===== src/sifhCfgPkg.sv =====
package sifhCfgPkg;

    // lane geometry
    localparam int LANES           = 2;
    localparam int PIXELS_PER_LANE = 4;
    localparam int PIXEL_BITS      = 2;

    // histogram shape, bin taken from the top of the timestamp
    localparam int BINS      = 16;
    localparam int BIN_BITS  = 4;
    localparam int TIME_BITS = 12;

    localparam int COUNT_BITS = 8;
    localparam int COUNT_MAX  = 255;    // counts stick here

    // memory word address is {pixel, bin}
    localparam int ADDR_BITS = PIXEL_BITS + BIN_BITS;
    localparam int DEPTH     = PIXELS_PER_LANE * BINS;

    // pixel index across all lanes
    localparam int GPIX_BITS = $clog2(LANES * PIXELS_PER_LANE);

endpackage


===== src/sifhTypesPkg.sv =====
package sifhTypesPkg;

    // one photon hit as seen by a lane
    typedef struct packed {
        logic                                 valid;
        logic [sifhCfgPkg::PIXEL_BITS-1:0]    pixel;
        logic [sifhCfgPkg::TIME_BITS-1:0]     stamp;
    } photonEvent;

    // peak of one pixel, pixel index local to the lane
    typedef struct packed {
        logic                                 valid;
        logic [sifhCfgPkg::PIXEL_BITS-1:0]    pixel;
        logic [sifhCfgPkg::BIN_BITS-1:0]      bin;
        logic [sifhCfgPkg::COUNT_BITS-1:0]    count;
    } lanePeak;

    // merged result, pixel index is global
    typedef struct packed {
        logic                                 valid;
        logic [sifhCfgPkg::GPIX_BITS-1:0]     pixel;
        logic [sifhCfgPkg::BIN_BITS-1:0]      bin;
        logic [sifhCfgPkg::COUNT_BITS-1:0]    count;
    } pixelResult;

    // strongest peak of a frame
    typedef struct packed {
        logic                                 valid;
        logic [sifhCfgPkg::GPIX_BITS-1:0]     pixel;
        logic [sifhCfgPkg::BIN_BITS-1:0]      bin;
        logic [sifhCfgPkg::COUNT_BITS-1:0]    count;
    } frameSummary;

endpackage


===== src/histRam.sv =====
`timescale 1ns/1ps

module histRam (
    input  logic                                clk,
    input  logic                                wrEn,
    input  logic [sifhCfgPkg::ADDR_BITS-1:0]    wrAddr,
    input  logic [sifhCfgPkg::COUNT_BITS-1:0]   wrData,
    input  logic                                rdEn,
    input  logic [sifhCfgPkg::ADDR_BITS-1:0]    rdAddr,
    output logic [sifhCfgPkg::COUNT_BITS-1:0]   rdData
);

    logic [sifhCfgPkg::COUNT_BITS-1:0] mem [sifhCfgPkg::DEPTH];

    always_ff @(posedge clk) begin
        if (wrEn) begin
            mem[wrAddr] <= wrData;
        end
    end

    // registered read, same-address write in the same cycle gives old data
    always_ff @(posedge clk) begin
        if (rdEn) begin
            rdData <= mem[rdAddr];
        end
    end

    // an unknown address would corrupt a whole pixel histogram
    assert property (@(posedge clk) wrEn |-> !$isunknown(wrAddr))
        else $error("histRam: write address unknown while wrEn is high");

    assert property (@(posedge clk) rdEn |-> !$isunknown(rdAddr))
        else $error("histRam: read address unknown while rdEn is high");

endmodule


===== src/histEngine.sv =====
`timescale 1ns/1ps

module histEngine (
    input  logic                                clk,
    input  logic                                res,
    input  sifhTypesPkg::photonEvent            evt,
    input  logic                                frameEnd,
    output logic                                ready,
    output logic                                wrEn,
    output logic                                rdEn,
    output logic [sifhCfgPkg::ADDR_BITS-1:0]    wrAddr,
    output logic [sifhCfgPkg::ADDR_BITS-1:0]    rdAddr,
    output logic [sifhCfgPkg::COUNT_BITS-1:0]   wrData,
    input  logic [sifhCfgPkg::COUNT_BITS-1:0]   rdData,
    output sifhTypesPkg::lanePeak               peak
);

    typedef enum logic [1:0] {
        stClear,
        stAccum,
        stDrain,
        stScan
    } engState;

    engState state;
    logic [sifhCfgPkg::ADDR_BITS:0] addrCnt;   // spare bit covers the scan tail

    // accumulate pipeline
    logic                                 accept;
    logic [sifhCfgPkg::ADDR_BITS-1:0]     evtAddr;
    logic                                 s1Vld;      // event waiting for its write
    logic [sifhCfgPkg::ADDR_BITS-1:0]     s1Addr;
    logic                                 fwdVld;     // write of the previous cycle
    logic [sifhCfgPkg::ADDR_BITS-1:0]     fwdAddr;
    logic [sifhCfgPkg::COUNT_BITS-1:0]    fwdData;
    logic [sifhCfgPkg::COUNT_BITS-1:0]    base;
    logic [sifhCfgPkg::COUNT_BITS-1:0]    incr;

    // scan
    logic                                 scanRd;
    logic                                 scanVld;    // rdData holds a scan word
    logic [sifhCfgPkg::ADDR_BITS-1:0]     scanAddrQ;
    logic [sifhCfgPkg::BIN_BITS-1:0]      curBin;
    logic [sifhCfgPkg::PIXEL_BITS-1:0]    curPix;
    logic                                 newMax;
    logic [sifhCfgPkg::COUNT_BITS-1:0]    maxCnt;
    logic [sifhCfgPkg::BIN_BITS-1:0]      maxBin;

    logic                                 peakVld;
    logic [sifhCfgPkg::PIXEL_BITS-1:0]    peakPix;
    logic [sifhCfgPkg::BIN_BITS-1:0]      peakBin;
    logic [sifhCfgPkg::COUNT_BITS-1:0]    peakCnt;

    assign accept  = evt.valid & ready;
    assign evtAddr = {evt.pixel, evt.stamp[sifhCfgPkg::TIME_BITS-1 -: sifhCfgPkg::BIN_BITS]};
    assign scanRd  = (state == stScan) && (addrCnt < (sifhCfgPkg::ADDR_BITS + 1)'(sifhCfgPkg::DEPTH));

    // scan reads take the port, events cannot arrive then anyway
    always_comb begin
        if (scanRd) begin
            rdEn   = 1'b1;
            rdAddr = addrCnt[sifhCfgPkg::ADDR_BITS-1:0];
        end else begin
            rdEn   = accept;
            rdAddr = evtAddr;
        end
    end

    // back-to-back hit on the same bin, memory data is one write behind
    assign base = (fwdVld && fwdAddr == s1Addr) ? fwdData : rdData;
    assign incr = (base == sifhCfgPkg::COUNT_BITS'(sifhCfgPkg::COUNT_MAX)) ? base : base + 1'b1;

    always_comb begin
        if (state == stClear) begin
            wrEn   = 1'b1;
            wrAddr = addrCnt[sifhCfgPkg::ADDR_BITS-1:0];
            wrData = '0;
        end else begin
            wrEn   = s1Vld;
            wrAddr = s1Addr;
            wrData = incr;
        end
    end

    always_ff @(posedge clk or negedge res) begin
        if (!res) begin
            state   <= stClear;
            addrCnt <= '0;
            ready   <= 1'b0;
        end else begin
            case (state)
                stClear: begin
                    addrCnt <= addrCnt + 1'b1;
                    if (addrCnt == (sifhCfgPkg::ADDR_BITS + 1)'(sifhCfgPkg::DEPTH - 1)) begin
                        state   <= stAccum;
                        addrCnt <= '0;
                        ready   <= 1'b1;
                    end
                end
                stAccum: begin
                    if (frameEnd && ready) begin
                        state <= stDrain;
                        ready <= 1'b0;
                    end
                end
                stDrain: state <= stScan;   // last event write lands here
                stScan: begin
                    addrCnt <= addrCnt + 1'b1;
                    // two extra cycles let the last peak leave before clearing
                    if (addrCnt == (sifhCfgPkg::ADDR_BITS + 1)'(sifhCfgPkg::DEPTH + 1)) begin
                        state   <= stClear;
                        addrCnt <= '0;
                    end
                end
                default: state <= stClear;
            endcase
        end
    end

    assign curBin = scanAddrQ[sifhCfgPkg::BIN_BITS-1:0];
    assign curPix = scanAddrQ[sifhCfgPkg::ADDR_BITS-1:sifhCfgPkg::BIN_BITS];
    // strict compare so ties keep the lower bin
    assign newMax = (curBin == '0) || (rdData > maxCnt);

    always_ff @(posedge clk or negedge res) begin
        if (!res) begin
            s1Vld   <= 1'b0;
            fwdVld  <= 1'b0;
            scanVld <= 1'b0;
            peakVld <= 1'b0;
        end else begin
            s1Vld   <= accept;
            fwdVld  <= s1Vld;
            scanVld <= scanRd;
            peakVld <= scanVld && (curBin == sifhCfgPkg::BIN_BITS'(sifhCfgPkg::BINS - 1));
        end
    end

    always_ff @(posedge clk) begin
        s1Addr    <= evtAddr;
        fwdAddr   <= s1Addr;
        fwdData   <= incr;
        scanAddrQ <= addrCnt[sifhCfgPkg::ADDR_BITS-1:0];
        if (scanVld && newMax) begin
            maxCnt <= rdData;
            maxBin <= curBin;
        end
        peakPix <= curPix;
        peakBin <= newMax ? curBin : maxBin;     // bin 15 may still win
        peakCnt <= newMax ? rdData : maxCnt;
    end

    assign peak = '{valid: peakVld, pixel: peakPix, bin: peakBin, count: peakCnt};

    assert property (@(posedge clk) disable iff (!res) peak.valid |-> state == stScan)
        else $error("histEngine: peak pulse outside the scan pass");

    assert property (@(posedge clk) disable iff (!res) state == stClear |-> !ready)
        else $error("histEngine: ready high during the clear pass");

endmodule


===== src/peakMerge.sv =====
`timescale 1ns/1ps

module peakMerge (
    input  logic                        clk,
    input  logic                        res,
    input  sifhTypesPkg::lanePeak       lanePk [sifhCfgPkg::LANES],
    output sifhTypesPkg::pixelResult    result,
    output sifhTypesPkg::frameSummary   summary
);

    logic [sifhCfgPkg::LANES-1:0]       holdVld;
    sifhTypesPkg::lanePeak              holdPk [sifhCfgPkg::LANES];
    logic [sifhCfgPkg::LANES-1:0]       grant;
    sifhTypesPkg::lanePeak              selPk;
    logic [sifhCfgPkg::GPIX_BITS-1:0]   selBase;    // first global pixel of the lane
    logic                               resVld;
    logic [sifhCfgPkg::GPIX_BITS-1:0]   resPix;

    logic [sifhCfgPkg::GPIX_BITS-1:0]   resCnt;     // results so far in this frame
    logic                               lastRes;
    logic                               candBetter;
    logic [sifhCfgPkg::GPIX_BITS-1:0]   bestPix;
    logic [sifhCfgPkg::BIN_BITS-1:0]    bestBin;
    logic [sifhCfgPkg::COUNT_BITS-1:0]  bestCnt;
    logic                               sumVld;
    logic [sifhCfgPkg::GPIX_BITS-1:0]   sumPix;
    logic [sifhCfgPkg::BIN_BITS-1:0]    sumBin;
    logic [sifhCfgPkg::COUNT_BITS-1:0]  sumCnt;

    // lowest full lane wins
    always_comb begin
        grant   = '0;
        selPk   = holdPk[0];
        selBase = '0;
        for (int i = sifhCfgPkg::LANES - 1; i >= 0; i--) begin
            if (holdVld[i]) begin
                grant    = '0;
                grant[i] = 1'b1;
                selPk    = holdPk[i];
                selBase  = sifhCfgPkg::GPIX_BITS'(i * sifhCfgPkg::PIXELS_PER_LANE);
            end
        end
    end

    assign resVld = |holdVld;
    assign resPix = selBase + sifhCfgPkg::GPIX_BITS'(selPk.pixel);
    assign result = '{valid: resVld, pixel: resPix, bin: selPk.bin, count: selPk.count};

    always_ff @(posedge clk or negedge res) begin
        if (!res) begin
            holdVld <= '0;
        end else begin
            for (int i = 0; i < sifhCfgPkg::LANES; i++) begin
                if (lanePk[i].valid) begin
                    holdVld[i] <= 1'b1;
                end else if (grant[i]) begin
                    holdVld[i] <= 1'b0;
                end
            end
        end
    end

    always_ff @(posedge clk) begin
        for (int i = 0; i < sifhCfgPkg::LANES; i++) begin
            if (lanePk[i].valid) begin
                holdPk[i] <= lanePk[i];
            end
        end
    end

    assign lastRes = resCnt == sifhCfgPkg::GPIX_BITS'(sifhCfgPkg::LANES * sifhCfgPkg::PIXELS_PER_LANE - 1);
    // first result of a frame always takes the lead, ties go to the lower pixel
    assign candBetter = (resCnt == '0) || (selPk.count > bestCnt)
                     || (selPk.count == bestCnt && resPix < bestPix);

    always_ff @(posedge clk or negedge res) begin
        if (!res) begin
            resCnt <= '0;
            sumVld <= 1'b0;
        end else begin
            sumVld <= resVld && lastRes;
            if (resVld) begin
                resCnt <= resCnt + 1'b1;    // wraps to zero after the eighth
            end
        end
    end

    always_ff @(posedge clk) begin
        if (resVld && candBetter) begin
            bestPix <= resPix;
            bestBin <= selPk.bin;
            bestCnt <= selPk.count;
        end
        if (resVld && lastRes) begin
            sumPix <= candBetter ? resPix : bestPix;
            sumBin <= candBetter ? selPk.bin : bestBin;
            sumCnt <= candBetter ? selPk.count : bestCnt;
        end
    end

    assign summary = '{valid: sumVld, pixel: sumPix, bin: sumBin, count: sumCnt};

    for (genvar g = 0; g < sifhCfgPkg::LANES; g++) begin : gHoldChk
        assert property (@(posedge clk) disable iff (!res)
                lanePk[g].valid |-> !holdVld[g] || grant[g])
            else $error("peakMerge: lane %0d peak arrived while its hold was full", g);
    end

endmodule


===== src/sifhTop.sv =====
`timescale 1ns/1ps

module sifhTop (
    input  logic                            clk,
    input  logic                            res,
    input  sifhTypesPkg::photonEvent        evt [sifhCfgPkg::LANES],
    input  logic                            frameEnd,
    output logic [sifhCfgPkg::LANES-1:0]    ready,
    output sifhTypesPkg::pixelResult        result,
    output sifhTypesPkg::frameSummary       summary
);

    logic                               frameTake;
    logic [sifhCfgPkg::LANES-1:0]       wrEn;
    logic [sifhCfgPkg::LANES-1:0]       rdEn;
    logic [sifhCfgPkg::ADDR_BITS-1:0]   wrAddr [sifhCfgPkg::LANES];
    logic [sifhCfgPkg::ADDR_BITS-1:0]   rdAddr [sifhCfgPkg::LANES];
    logic [sifhCfgPkg::COUNT_BITS-1:0]  wrData [sifhCfgPkg::LANES];
    logic [sifhCfgPkg::COUNT_BITS-1:0]  rdData [sifhCfgPkg::LANES];
    sifhTypesPkg::lanePeak              lanePk [sifhCfgPkg::LANES];

    // frame end only counts once every lane is accumulating
    assign frameTake = frameEnd & (&ready);

    for (genvar g = 0; g < sifhCfgPkg::LANES; g++) begin : gLane
        histEngine u_histEngine (
            .clk      (clk),
            .res      (res),
            .evt      (evt[g]),
            .frameEnd (frameTake),
            .ready    (ready[g]),
            .wrEn     (wrEn[g]),
            .rdEn     (rdEn[g]),
            .wrAddr   (wrAddr[g]),
            .rdAddr   (rdAddr[g]),
            .wrData   (wrData[g]),
            .rdData   (rdData[g]),
            .peak     (lanePk[g])
        );

        histRam u_histRam (
            .clk    (clk),
            .wrEn   (wrEn[g]),
            .wrAddr (wrAddr[g]),
            .wrData (wrData[g]),
            .rdEn   (rdEn[g]),
            .rdAddr (rdAddr[g]),
            .rdData (rdData[g])
        );
    end

    peakMerge u_peakMerge (
        .clk     (clk),
        .res     (res),
        .lanePk  (lanePk),
        .result  (result),
        .summary (summary)
    );

endmodule


===== config.mk =====
export PLATFORM = sky130hd
export DESIGN_NAME = sifhTop
export DESIGN_NICKNAME = d
export VERILOG_FILES = /design/src/sifhCfgPkg.sv /design/src/sifhTypesPkg.sv /design/src/histRam.sv /design/src/histEngine.sv /design/src/peakMerge.sv /design/src/sifhTop.sv
export SDC_FILE = /design/constraint.sdc
export NUM_CORES = 2
export LEC_CHECK = 0
export ABC_CLOCK_PERIOD_IN_PS = 5100
export BUFFER_PORTS_ARGS = -buffer_cell sky130_fd_sc_hd__buf_4
export CAP_MARGIN = 20
export CORE_ASPECT_RATIO = 0.8
export CORE_MARGIN = 2
export CORE_UTILIZATION = 41
export CTS_BUF_LIST = sky130_fd_sc_hd__clkbuf_4 sky130_fd_sc_hd__clkbuf_8 sky130_fd_sc_hd__clkbuf_16
export CTS_CLUSTER_SIZE = 16
export DETAILED_ROUTE_END_ITERATION = 7
export GPL_TIMING_DRIVEN = 0
export HOLD_SLACK_MARGIN = 0.08
export SYNTH_ARGS = -nofsm -noshare
export SYNTH_HDL_FRONTEND = slang
export SYNTH_SLANG_ARGS = --single-unit

===== constraint.sdc =====
create_clock -name clk -period 5.1 [get_ports clk]
set_input_delay 0.51 -clock clk [delete_from_list [all_inputs] [get_ports clk]]
set_output_delay 0.51 -clock clk [all_outputs]
set_load 0.005 [all_outputs]

==> impl_metrics.json <==
{
  "outcome": "completed",
  "yosys-top-cells-area": "edfxtp_1 (69%), mux4_2 (5.6%), nand2_1 (4.3%), dfxtp_1 (3.3%), nand3_1 (2.1%)",
  "p_sw_frac": 0.298,
  "worstReg2RegEnd": "gLane[1].u_histRam.mem[58][0]",
  "drive_gt1_frac": 0.172,
  "min_to": "gLane[0].u_histEngine.s1Vld",
  "grt_pass1_wl_um": 182000,
  "ys_seq_elements": 1236,
  "pin_count": 67,
  "area_growth_pct": 14.1,
  "power.switching_uw": 8180,
  "ant_nets": 0,
  "die_h_um": 313,
  "drtIter0Drc": 3480,
  "hold_depth": 2,
  "rows": 113,
  "clk_pin_slew_worst_paths_ns": 0.06,
  "crit_arrival_ns": 4.99,
  "chipWidth_um": 390,
  "p_int_uw": 19200,
  "slew_headroom": 0.342,
  "critPathMaxStageDelay_ns": 0.90,
  "synth_area_mm2": 0.0489,
  "cp-start-kind": "flip-flop",
  "overflow": 0,
  "nets": 3419,
  "power.density_mw_per_mm2": 491,
  "yosys.cell_types.count": 77,
  "clock_latency_ns": 0.77,
  "worstHoldPathType": "input port to flip-flop",
  "path_class": "flip-flop to flip-flop",
  "antenna_found_initial": 2,
  "cts_max_level": 3,
  "required_ns": 5.45,
  "gp_congestion": 0.920,
  "fillers": 10100,
  "reg2reg_depth": 7,
  "max_cap_viol_count": 0,
  "ys.flop_type": "edfxtp_1",
  "yosysTopAreaCell": "edfxtp_1",
  "cts_tree": "built",
  "yosys_warnings": 0,
  "fin_crit_sh": 0.911,
  "p_leak_uw": 0.0179,
  "wl_um": 125000,
  "first_global_vias": 27000,
  "hold_violations": 0,
  "viasPerCell": 5.59,
  "skew_ns": 0.0383,
  "layout_common_cells": "edfxtp_1 (1122), nand2_1 (560), nand3_1 (207)",
  "power_frac_comb": 0.214,
  "tightest_slew_ns": 0.960,
  "portBuffers": 50,
  "dp.cells": 4756,
  "slew_violations": 0,
  "wl_per_cell_um": 24.9,
  "grt_max_degree": 65,
  "syn_area_per_cell_um2": 15.6,
  "worstPathMaxFanout": 10,
  "cp_common_cell": "clkbuf_1",
  "core_mm2": 0.118,
  "vias": 27900,
  "synthCells": 3133,
  "r2r_slack_ns": 0.46,
  "synth_top_area_frac": 0.689,
  "fin_cells": 4996,
  "hold_slack_ns": 0.243,
  "final_common_cell": "edfxtp_1",
  "dp_hpwl_um": 84600,
  "die_area_mm2": 0.122,
  "cts_resized": 0,
  "start_util": 0.413,
  "syn_nets": 3209,
  "path_cells": "inv_1, ha_1, clkbuf_1, clkbuf_1, mux2i_1, nand3_1, nor2_1",
  "first_pass_iters": 8,
  "cts_sinks": 1236,
  "end_kind": "flip-flop",
  "clockBufferDepth": 3,
  "cts-buffers-inserted": 121,
  "finalPower_uw": 27400,
  "rsz0062_at_grt": "no",
  "setup_violations": 0,
  "ir_drop_mv": 0.412,
  "clockPowerShare": 0.322,
  "drc": 0,
  "slowest_stage": "nor2_1",
  "synth-edff-count": 1122,
  "cts_root_buf": "clkbuf_16",
  "fin_crit_ns": 4.64,
  "grt_usage": 0.203,
  "p_seq_frac": 0.464,
  "clock.fmax_ghz": 0.215,
  "reg2reg_from": "gLane[1].u_histEngine.state[0]",
  "hp-start": "evt[29]",
  "synth-seq-area-share": 0.739,
  "async_reset_ff_frac": 0.0275
}
[cells in the mapped netlist, types with 43 or more instances]
| cell | count |
|---|---|
| a31oi_1 | 72 |
| buf_2 | 53 |
| clkbuf_1 | 51 |
| dfxtp_1 | 80 |
| edfxtp_1 | 1122 |
| ha_1 | 43 |
| inv_1 | 56 |
| mux2_2 | 65 |
| mux4_2 | 122 |
| nand2_1 | 560 |
| nand3_1 | 207 |
| nand4_1 | 85 |
| nor2_1 | 178 |
[cell type report]
cell class / instances / area, um^2 / area share
Multi-Input combinational cell: 1693 / 11800 / 0.211
Clock buffer: 163 / 3390 / 0.0607
Clock inverter: 60 / 554 / 0.00993
Antenna cell: 1 / 2.50 / 0.0000448
Timing Repair Buffer: 87 / 963 / 0.0173
Tap cell: 1552 / 1940 / 0.0348
Buffer: 148 / 843 / 0.0151
Sequential cell: 1236 / 36100 / 0.647
Inverter: 56 / 210 / 0.00376
[flip-flops by register name, indices dropped and copies added, names as in the netlist, 8 cells and up]
signal                        cells
gLane.u_histEngine.addrCnt       14
gLane.u_histEngine.fwdAddr       12
gLane.u_histEngine.fwdData       16
gLane.u_histEngine.maxBin         8
gLane.u_histEngine.maxCnt        16
gLane.u_histEngine.peakBin        8
gLane.u_histEngine.peakCnt       16
gLane.u_histEngine.s1Addr        12
gLane.u_histEngine.scanAddrQ     12
gLane.u_histRam.mem            1024
gLane.u_histRam.rdData           16
u_peakMerge.bestCnt               8
u_peakMerge.holdPk               28
u_peakMerge.sumCnt                8
[timing repair]
item                      in CTS  in global routing
hold endpoints to repair      47                  0
setup buffers                  0                  0
hold buffers                  14                  0
[how the worst max path moves through the flow]
stage / slack (ns) / end / from / depth (start not counted)
CTS: 0.70 / gLane[1].u_histRam.mem[58][0] / gLane[1].u_histEngine.state[0] / 7
global route: 0.43 / gLane[1].u_histRam.mem[58][0] / gLane[1].u_histEngine.state[0] / 7
detailed placement: 0.73 / gLane[1].u_histRam.mem[58][2] / gLane[1].u_histEngine.state[0] / 7
finish: 0.46 / gLane[1].u_histRam.mem[58][0] / gLane[1].u_histEngine.state[0] / 7
floorplan: 0.40 / gLane[0].u_histRam.mem[0][2] / gLane[0].u_histEngine.s1Addr[5] / 11
global placement: -3.26 / gLane[0].u_histRam.mem[28][2] / gLane[0].u_histEngine.s1Addr[2] / 12
[critical path, delay by kind of cell, from the launching register on]
family | cells | cell delay, ns
AND/OR/NAND/NOR | 2 | 1.70
buffers and inverters | 3 | 1.10
flip-flops | 1 | 0.40
adder cells (fa/ha/maj) | 1 | 0.16
multiplexers | 1 | 0.88
[metal layers]
| layer | vias up | GRT usage | wire length (um) |
|---|---|---|---|
| li1 | 12400 | - | - |
| met1 | 14300 | 0.318 | 58800 |
| met3 | 177 | 0.0485 | 10700 |
| met4 | 0 | 0.0409 | 2220 |
| met2 | 1034 | 0.287 | 52800 |
| met5 | - | 0 | 0 |
[kinds of logic (layout without fill, tap and decap cells)]
kind of cell	count (synthesis)	count (layout)	share of synthesized area
adder cells (fa/ha/maj)	43	43	0.0110
AO/OA/AOI/OAI	250	250	0.0353
flip-flops	1236	1236	0.739
other	0	1	0
XOR/XNOR	27	27	0.00483
multiplexers	230	230	0.0824
AND/OR/NAND/NOR	1143	1143	0.106
buffers and inverters	204	514	0.0215
[power by group through the flow]
stage,registers [uW],logic [uW],clock network (uW)
after floorplan,12900,3410,0
after global placement,13000,5470,0
after detailed placement,12900,5820,0
after CTS,12700,5840,8960
after global routing,12800,6310,9340
final,12700,5860,8820
[through the flow]
step / TNS, ns / utilization / setup WS [ns] / cell area [um^2]
2_1_floorplan: 0 / - / 0.396 / 48900
3_3_place_gp: -1031.80 / 0.432 / -3.26 / 51200
3_5_place_dp: 0 / 0.437 / 0.727 / 51700
4_1_cts: 0 / 0.471 / 0.701 / 55800
5_1_grt: 0 / 0.471 / 0.434 / 55800
6_report: 0 / 0.471 / 0.455 / 55800
(Power assumes the default switching activity.)
